`src/design/retire_pkg.sv`:
```
`default_nettype none

package retire_pkg;

  typedef logic [31:0] word_t;
  typedef logic [4:0] reg_idx_t; // only bits 3:0 select an rv32e register.
  typedef logic [11:0] csr_addr_t;

  // machine csr addresses.
  localparam csr_addr_t csr_mstatus = 12'h300;
  localparam csr_addr_t csr_mtvec = 12'h305;
  localparam csr_addr_t csr_mepc = 12'h341;
  localparam csr_addr_t csr_mcause = 12'h342;
  localparam csr_addr_t csr_mvendorid = 12'hF11;
  localparam csr_addr_t csr_marchid = 12'hF12;

  localparam word_t mstatus_reset = 32'h0000_1800; // mpp = machine.
  localparam word_t mvendorid_value = 32'h7973_7978;
  localparam word_t marchid_value = 32'h017D_9F58;

  // mcause exception codes.
  localparam word_t cause_inst_misaligned = 32'd0;
  localparam word_t cause_load_misaligned = 32'd4;
  localparam word_t cause_store_misaligned = 32'd6;
  localparam word_t cause_ecall_m = 32'd11;

  localparam int num_gprs = 16;

  // flags reported by the retiring instruction.
  typedef struct packed {
    logic inst_addr_misaligned;
    logic ecall;
    logic mret;
    logic fence_i;
    logic load_addr_misaligned;
    logic store_addr_misaligned;
    logic wrong_prediction;
  } retire_events_t;

endpackage

`default_nettype wire

```
`src/design/retire_if.sv`:
```
`timescale 1ns/1ps
`default_nettype none

interface retire_if
  import retire_pkg::*;
();

  logic valid; // load/store stage has an instruction retiring.
  word_t pc;
  word_t next_pc; // from execute.
  retire_events_t events;

  // register write.
  reg_idx_t rd;
  logic wen;
  word_t wdata;

  // csr write.
  csr_addr_t csr_addr;
  logic csr_wen;
  word_t csr_wdata;

  modport gpr_side (input rd, wen, wdata);
  modport csr_side (input pc, csr_addr, csr_wen, csr_wdata);
  modport redirect_side (input valid, next_pc, events);

endinterface

`default_nettype wire

```
`src/design/gpr_file.sv`:
```
`timescale 1ns/1ps
`default_nettype none

module gpr_file
  import retire_pkg::*;
(
  input logic clock,
  input logic reset,
  input reg_idx_t rs1,
  input reg_idx_t rs2,
  input logic commit_enable,
  retire_if.gpr_side port,
  output word_t src1,
  output word_t src2
);

  word_t regs [num_gprs];
  logic [$clog2(num_gprs)-1:0] wr_idx;

  assign wr_idx = port.rd[$clog2(num_gprs)-1:0];

  // x0 is never written, so it keeps its reset zero.
  always_ff @(posedge clock) begin
    if (reset) begin
      for (int i = 0; i < num_gprs; i++) begin
        regs[i] <= '0;
      end
    end else if (commit_enable && port.wen && wr_idx != '0) begin
      regs[wr_idx] <= port.wdata;
    end
  end

  assign src1 = regs[rs1[$clog2(num_gprs)-1:0]];
  assign src2 = regs[rs2[$clog2(num_gprs)-1:0]];

  // decode must never hand rv32e a register above x15.
  rd_in_range: assert property (
    @(posedge clock) disable iff (reset) !(port.wen && port.rd[4])
  );

endmodule

`default_nettype wire

```
`src/design/csr_file.sv`:
```
`timescale 1ns/1ps
`default_nettype none

module csr_file
  import retire_pkg::*;
(
  input logic clock,
  input logic reset,
  input csr_addr_t csr_raddr,
  input logic commit_enable,
  input logic take_trap,
  input word_t trap_cause,
  retire_if.csr_side port,
  output word_t csr_rdata,
  output word_t mtvec_value,
  output word_t mepc_value
);

  word_t mstatus;
  word_t mtvec;
  word_t mepc;
  word_t mcause;

  always_ff @(posedge clock) begin
    if (reset) begin
      mstatus <= mstatus_reset;
      mtvec <= '0;
      mepc <= '0;
      mcause <= '0;
    end else if (commit_enable) begin
      if (take_trap) begin
        // trap capture wins over the instruction's own csr write.
        mcause <= trap_cause;
        mepc <= port.pc;
      end else if (port.csr_wen) begin
        case (port.csr_addr)
          csr_mstatus: mstatus <= port.csr_wdata;
          csr_mtvec: mtvec <= port.csr_wdata;
          csr_mepc: mepc <= port.csr_wdata;
          default: ; // mcause and ids are not writable.
        endcase
      end
    end
  end

  always_comb begin
    case (csr_raddr)
      csr_mstatus: csr_rdata = mstatus;
      csr_mtvec: csr_rdata = mtvec;
      csr_mepc: csr_rdata = mepc;
      csr_mcause: csr_rdata = mcause;
      csr_mvendorid: csr_rdata = mvendorid_value;
      csr_marchid: csr_rdata = marchid_value;
      default: csr_rdata = '0;
    endcase
  end

  assign mtvec_value = mtvec;
  assign mepc_value = mepc;

  // a trap raised in a flush cycle would be lost here.
  trap_only_when_committing: assert property (
    @(posedge clock) disable iff (reset) take_trap |-> commit_enable
  );

endmodule

`default_nettype wire

```
`src/design/trap_redirect.sv`:
```
`timescale 1ns/1ps
`default_nettype none

module trap_redirect
  import retire_pkg::*;
(
  input logic clock,
  input logic reset,
  retire_if.redirect_side port,
  input word_t mtvec_value,
  input word_t mepc_value,
  output logic commit_enable,
  output logic take_trap,
  output word_t trap_cause,
  output logic clear_pipeline,
  output logic clear_cache,
  output logic npc_valid,
  output word_t npc
);

  logic exception;
  logic redirect;

  assign exception = port.events.inst_addr_misaligned | port.events.ecall |
                     port.events.load_addr_misaligned | port.events.store_addr_misaligned;

  assign redirect = exception | port.events.mret | port.events.fence_i |
                    port.events.wrong_prediction;

  // the flush cycle squashes whatever sits at retire.
  assign commit_enable = !clear_pipeline;
  assign take_trap = commit_enable && exception;

  // fixed priority, highest first.
  always_comb begin
    if (port.events.inst_addr_misaligned) begin
      trap_cause = cause_inst_misaligned;
    end else if (port.events.ecall) begin
      trap_cause = cause_ecall_m;
    end else if (port.events.load_addr_misaligned) begin
      trap_cause = cause_load_misaligned;
    end else begin
      trap_cause = cause_store_misaligned;
    end
  end

  always_ff @(posedge clock) begin
    if (reset) begin
      clear_pipeline <= 1'b0;
      clear_cache <= 1'b0;
      npc_valid <= 1'b0;
      npc <= '0;
    end else if (clear_pipeline) begin
      clear_pipeline <= 1'b0;
      clear_cache <= 1'b0;
      npc_valid <= 1'b0; // npc holds.
    end else begin
      clear_pipeline <= redirect;
      clear_cache <= port.events.fence_i && !exception;
      npc_valid <= port.valid;
      if (exception) begin
        npc <= mtvec_value;
      end else if (port.events.mret) begin
        npc <= mepc_value;
      end else begin
        npc <= port.next_pc;
      end
    end
  end

  flush_is_single_cycle: assert property (
    @(posedge clock) disable iff (reset) clear_pipeline |=> !clear_pipeline
  );

  cache_flush_with_pipeline_flush: assert property (
    @(posedge clock) disable iff (reset) clear_cache |-> clear_pipeline
  );

endmodule

`default_nettype wire

```
`src/design/retire_unit.sv`:
```
`timescale 1ns/1ps
`default_nettype none

module retire_unit
  import retire_pkg::*;
(
  input logic clock,
  input logic reset,
  input reg_idx_t rs1,
  input reg_idx_t rs2,
  input reg_idx_t rd,
  input logic wen,
  input word_t wdata,
  input csr_addr_t csr_s,
  input csr_addr_t csr_d,
  input logic csr_wen,
  input word_t csr_wdata,
  input logic ls_valid,
  input retire_events_t events,
  input word_t lsu_pc,
  input word_t exu_npc,
  output word_t src1,
  output word_t src2,
  output word_t csr_src,
  output logic clear_pipeline,
  output logic clear_cache,
  output logic npc_valid,
  output word_t npc
);

  logic commit_enable;
  logic take_trap;
  word_t trap_cause;
  word_t mtvec_value;
  word_t mepc_value;

  retire_if rif ();

  // retire bundle.
  assign rif.valid = ls_valid;
  assign rif.pc = lsu_pc;
  assign rif.next_pc = exu_npc;
  assign rif.events = events;
  assign rif.rd = rd;
  assign rif.wen = wen;
  assign rif.wdata = wdata;
  assign rif.csr_addr = csr_d;
  assign rif.csr_wen = csr_wen;
  assign rif.csr_wdata = csr_wdata;

  gpr_file u_gpr (
    .clock, .reset, .rs1, .rs2, .commit_enable,
    .port(rif.gpr_side), .src1, .src2
  );

  csr_file u_csr (
    .clock, .reset, .csr_raddr(csr_s), .commit_enable, .take_trap, .trap_cause,
    .port(rif.csr_side), .csr_rdata(csr_src), .mtvec_value, .mepc_value
  );

  trap_redirect u_redirect (
    .clock, .reset, .port(rif.redirect_side), .mtvec_value, .mepc_value,
    .commit_enable, .take_trap, .trap_cause,
    .clear_pipeline, .clear_cache, .npc_valid, .npc
  );

endmodule

`default_nettype wire

```
`config.mk`:
```
export PLATFORM = sky130hd
export DESIGN_NAME = retire_unit
export DESIGN_NICKNAME = d
export VERILOG_FILES = /design/src/design/retire_pkg.sv /design/src/design/retire_if.sv /design/src/design/gpr_file.sv /design/src/design/csr_file.sv /design/src/design/trap_redirect.sv /design/src/design/retire_unit.sv
export SDC_FILE = /design/constraint.sdc
export NUM_CORES = 1
export LEC_CHECK = 0
export BUFFER_PORTS_ARGS = -buffer_cell sky130_fd_sc_hd__buf_4
export CAP_MARGIN = 20
export CELL_PAD_IN_SITES_DETAIL_PLACEMENT = 0
export CELL_PAD_IN_SITES_GLOBAL_PLACEMENT = 1
export CORE_ASPECT_RATIO = 1.75
export CORE_UTILIZATION = 50
export DETAILED_ROUTE_END_ITERATION = 12
export HOLD_SLACK_MARGIN = 0.12
export PLACE_DENSITY = 0.85
export REMOVE_ABC_BUFFERS = 1
export SLEW_MARGIN = 25
export SYNTH_ARGS = -nofsm -noshare
export SYNTH_HDL_FRONTEND = slang
export SYNTH_SLANG_ARGS = --single-unit
```
`constraint.sdc`:
```
create_clock -name clock -period 2.05 [get_ports clock]
set_input_delay 0 -clock clock [delete_from_list [all_inputs] [get_ports clock]]
set_output_delay 0 -clock clock [all_outputs]
set_load 0.05 [all_outputs]
```
# ---- Word-level counts from Yosys, hierarchy flattened
# Memory sizes are Yosys's and may differ from the RTL's.
# Cells that the tools add are included.
dict set report word_totals {
  ff_bits 163
  latchBits 0
  ramBits 512
  rom_bits 0
  word_cells 58
  mem_count 1
}
# name depth word_bits read_ports rd_clocked_by_memory_dff wr line_no
set mem_list {}
lappend mem_list {u_gpr.regs 16 32 2 0 16 gpr_file.sv:17} ;# word_t regs [num_gprs];
dict set report op_classes {
  add_sub_neg 0
  n_mul 0
  div 0
  order_cmp 0
  eq_ne 9
  shifts 0
  muxes 17
  n_bitwise 8
  reduce_logical 15
}
# op n
set op_table {}
lappend op_table {{32-bit two-way mux} 8}
lappend op_table {{32-bit one-hot mux with 6 select lines} 1}
lappend op_table {{12-bit by 10-bit equality test with 1-bit output, second input constant} 7}
lappend op_table {{32-bit OR reduction} 1}
lappend op_table {{12-bit equality test, second input constant} 2}
lappend op_table {{4-bit AND reduction} 2}
lappend op_table {{1-bit two-way mux} 6}
lappend op_table {{1-bit OR} 6}
lappend op_table {{1-bit logical AND} 4}
lappend op_table {{4-bit two-way mux} 1}
lappend op_table {{2-bit nonzero test} 2}
lappend op_table {{4-bit nonzero test} 1}
lappend op_table {{3-bit AND reduction} 1}
lappend op_table {{1-bit zero test} 2}
lappend op_table {{2-bit two-way mux} 1}
lappend op_table {{1-bit NOT} 2}
lappend op_table {{2-bit AND reduction} 1}
lappend op_table {{2-bit OR reduction} 1}

# ---- Depth between registers and ports, before layout
dict set report logic_depth {
  ltp_word 8
  mapped_depth 7
}

# ---- Hierarchy
# Synthesis repeated with hierarchy kept, for this count alone.
dict set report hier_totals {
  hier_cells 2714
  hier_area_um2 34058.9
}
# module n_inst cells_each area_per_inst_um2 seq_area_each_um2
set by_module_without_submodules {}
lappend by_module_without_submodules {gpr_file 1 1732 25914.9 15374.7}
lappend by_module_without_submodules {csr_file 1 789 6293.5 2562.5}
lappend by_module_without_submodules {trap_redirect 1 193 1850.5 700.7}

# ---- Worst setup path before layout
# OpenSTA, ideal clock, no wires.
dict set report synth_path {
  path_kind {register to register}
  from {register u_redirect.clear_pipeline}
  to {memory u_gpr.regs[8][0] (netlist name), enable pin}
  setup_ns 0.375
  arrival_ns 1.764
  required_ns 1.675
  path_slack_ns -0.089
  path_stages_with_launch 6
  path_buffers 1
  synth_period_minus_slack_ns 2.139
  path_cell_list {dfxtp_1 buf_6 nor2b_1 nand2_1 nor3_1 or2_2}
}
# item line_no
set synth_lines {}
lappend synth_lines {{start: declaration} trap_redirect.sv:15} ;# output logic clear_pipeline,
lappend synth_lines {{start signal: assignment} trap_redirect.sv:58} ;# clear_pipeline <= redirect;
lappend synth_lines {{end: declaration} gpr_file.sv:17}

==> results.rst <==
.. list-table::
   :header-rows: 1

   * - Metric
     - Value
   * - CTS Buffer Depth
     - 3
   * - Result of the run
     - complete, but fails checks
   * - Dominant synthesized flop cell
     - edfxtp_1
   * - Clock slew at reported path FFs
     - roughly 70 ps
   * - Total wirelength of the detailed-routed design
     - 106,000 um
   * - Power Internal
     - 23.2 mW
   * - Fillers
     - roughly 4,600
   * - Final count of pins violating max slew
     - 0
   * - Total via count after detailed routing
     - 24,500
   * - Number of buffers inserted to repair setup after CTS
     - 0
   * - Overall power
     - 31.3 mW
   * - Chip height
     - 342 um
   * - Instance area at placement
     - roughly 0.037 mm2
   * - Peak ir drop on the vdd network
     - 755 uV
   * - Area leader, netlist
     - edfxtp_1
   * - Fin area
     - 0.0416 mm2
   * - NetSw
     - 8.06 mW
   * - Slew of the pin with the lowest slew margin
     - just under 900 ps
   * - H-tree depth reported by CTS
     - 2
   * - HPWL after DPL
     - 67,000 um
   * - Fraction of the cycle the final worst path needs
     - 104%
   * - Seq cells post-synth
     - 646
   * - Ordered cell list for the critical path
     - mux4_2, a22oi_2, nand2_2, buf_6
   * - Net switching share of the total power
     - about a quarter
   * - Layout cell share with drive strength beyond 1
     - a little under a third
   * - Initial antenna violation count
     - 7
   * - Syn Area/Cell
     - ~13 um2
   * - Detailed-route DRC error count
     - 0
   * - Final-layout worst hold slack
     - 166 ps
   * - Drt pass-1 iters
     - 7
   * - Critical Path RT
     - 2050 ps
   * - Part of the total power dissipated in the clock network
     - a little under two fifths
   * - Global route overflow
     - 0
   * - Die area
     - roughly 0.067 mm2
   * - Area share of the leading cell type in the synthesized netlist
     - 46.6%
   * - Relative slew margins
     - 42.2%
   * - Share of flip-flops with an asynchronous set or reset after synthesis
     - 0%
   * - Largest delay share family, worst path
     - multiplexers
   * - Via count normalized by instance count
     - 6.38
   * - Area added between synthesis and finish
     - 26.0%
   * - Largest net degree at the start of global routing
     - ~140
   * - Routed wire per std cell
     - 27.6 um
   * - Worst-case clock skew
     - 12.1 ps
   * - Leading cell types in the layout, fill and taps excluded
     - edfxtp_1, and2_1, buf_4
   * - Cell types with the largest area share after synthesis
     - edfxtp_1, mux4_2, and2_1
   * - Initial cell density of the core
     - 50.5%
   * - Max-cap violations
     - 0
   * - DRT antenna net count
     - 0
   * - Num rows
     - approximately 120
   * - Fraction of power consumed by combinational cells
     - 15.0%
   * - Fmax
     - 0.470 GHz
   * - Final count of hold timing violations
     - 0
   * - Clock root buffer
     - clkbuf_16
   * - Master of the slowest instance on the critical path
     - mux4_2
   * - Count of flip-flops with a built-in enable after synthesis
     - between 500 and 600
   * - Flop pwr share
     - 47.7%
   * - Delay of the slowest cell on the worst path
     - 490 ps
   * - Critical path launch point type
     - flip-flop
   * - Final RePlAce weighted congestion
     - 0.940
   * - Sum of negative setup slack
     - -765 ps
   * - Commonest non-fill, non-tap cell in the layout
     - edfxtp_1
   * - Static power due to leakage
     - 15.5 nW
   * - Seq/Total Area, Yosys
     - 54.7%
   * - Critical Path End Type
     - output port
   * - Yosys warning count
     - 0
   * - Critical path class
     - reg2out
   * - Total of endpoints with negative setup slack in the final report
     - 25
   * - I/O pins
     - 310
   * - Number of cells in the design after placement
     - between 3,000 and 4,000
   * - Cts bufs inserted
     - 58
   * - Number of buffer and inverter stages on the critical path
     - 1
   * - # nets final
     - 3,092
   * - Final Instance Count excl. Fillers
     - 3,847
   * - GRT Util Overall
     - 31.9%
   * - Min cycle time layout
     - ~2100 ps
   * - CTS tree
     - done
   * - Drt initial violations
     - 2,106
   * - Post-synth design cell area
     - 0.0330 mm2
   * - Placeable core region
     - about 0.065 mm2
   * - Post-Synthesis Cells
     - around 2,500
   * - Maximum fanout encountered on the critical timing path
     - 2
   * - Number of buffers added on ports
     - 306
   * - Horizontal extent of the die
     - 196 um
   * - Library cells used by synthesis
     - 46
   * - RSZ-0062 raised after global routing
     - true
   * - Vias in the first global route
     - 26,300
   * - Global-route wire length before repair
     - ~160,000 um
   * - Clock Latency Late Sink
     - 650 ps
   * - Power per cell area
     - approximately 750 mW/mm2
   * - Violated checks
     - setup timing
   * - Final setup margin
     - -79.7 ps
   * - WP data arrival
     - 2130 ps
   * - Worst hold path type
     - in2reg
   * - Sinks on the clock net
     - 646
[stage by stage]
step | util (%) | setup slack, ps
after floorplan | - | -2370
after global placement | 56.6 | 234
after detailed placement | 56.6 | 197
after CTS | 63.2 | -125
after global routing | 63.6 | -143
final | 63.6 | -79.7
[worst reg2reg max path, delay by kind of cell (launching register included)]
kind / cells / cell delay (ps)
AND/OR/NAND/NOR: 3 / 980
flip-flops: 1 / 410
buffers and inverters: 1 / 250
AO/OA/AOI/OAI: 1 / 190
[layout make-up]
class                      count  area [um2]  share of cell area (%)
sequential                   646       18100                    43.4
timing repair buffer         603        5720                    13.8
antenna                        4        10.0                  0.0241
multi-input combinational   1601       14700                    35.3
inverter                       3        11.3                  0.0271
clock inverter                45         518                    1.25
clock buffer                  63        1490                    3.59
tap                          882        1100                    2.65
[registers in the layout, summed over array words and instances (netlist names)]
signal,cells
u_csr.mstatus,32
u_gpr.regs,512
u_redirect.clear_cache,1
u_csr.mcause,3
u_csr.mepc_value,32
u_csr.mtvec_value,32
u_redirect.npc,32
u_redirect.clear_pipeline,1
u_redirect.npc_valid,1
[what timing repair did]
action                                  4_1_cts  5_1_grt
resized for setup                           125       67
pin swaps                                    56       34
endpoints found under the hold margin       806        0
hold buffers                                179        0
endpoints found under the setup margin       61      126
[kinds of logic after synthesis]
kind of cell	synth area share (%)
buffers and inverters	3.18
muxes	19.4
DFF	54.7
AOI/OAI and AO/OA	8.41
and+or+nand+nor	14.2
xor gates and xnor gates	0.0266
other	0.0114
[cells in the mapped netlist (3+ instances only)]
cell type	number
o21ai_0	63
buf_1	8
nor2b_1	5
buf_4	4
mux2i_1	64
edfxtp_1	512
clkbuf_1	191
nor4_1	3
nor2_1	90
mux4_2	256
a211o_1	33
and2_1	485
nand2_1	107
dfxtp_1	134
buf_2	50
a21oi_1	123
nand3_1	65
a211oi_1	33
or2_2	17
nor3_1	7
and3_1	7
a22oi_1	130
a221o_1	30
and4_1	3
nand4_1	26
[routing by layer]
| layer | vias to the layer above | GRT usage, % | routed length, um |
|---|---|---|---|
| li1 | 10300 | - | - |
| met2 | 1530 | 58.0 | 56000 |
| met5 | - | 0 | 33 |
| met1 | 12300 | 34.1 | 34200 |
| met3 | 380 | 5.70 | 9060 |
| met4 | 6 | 20.0 | 6760 |
[power by group through the flow]
stage	clock, mW	combinational (mW)	sequential, mW
6_report	11.7	4.68	14.9
2_1_floorplan	0	2.05	15.1
3_3_place_gp	0	3.98	15.1
5_1_grt	12.2	4.87	14.9
3_5_place_dp	0	4.04	15.2
4_1_cts	11.8	4.55	14.9
[final timing paths]
path / startpoint / endpoint / slack, ps / cells past startpoint
worst max-delay path: u_gpr.regs[10][24] / src1[24] / -80 / 4
worst min-delay path: events[4] / u_redirect.npc[23] / 170 / 4
worst max register to register: u_redirect.clear_pipeline / u_csr.mtvec_value[13] / 130 / 5
worst min register to register: u_redirect.npc[31] / u_redirect.npc[31] / 460 / 2
Power figures use the tool's default switching activity.
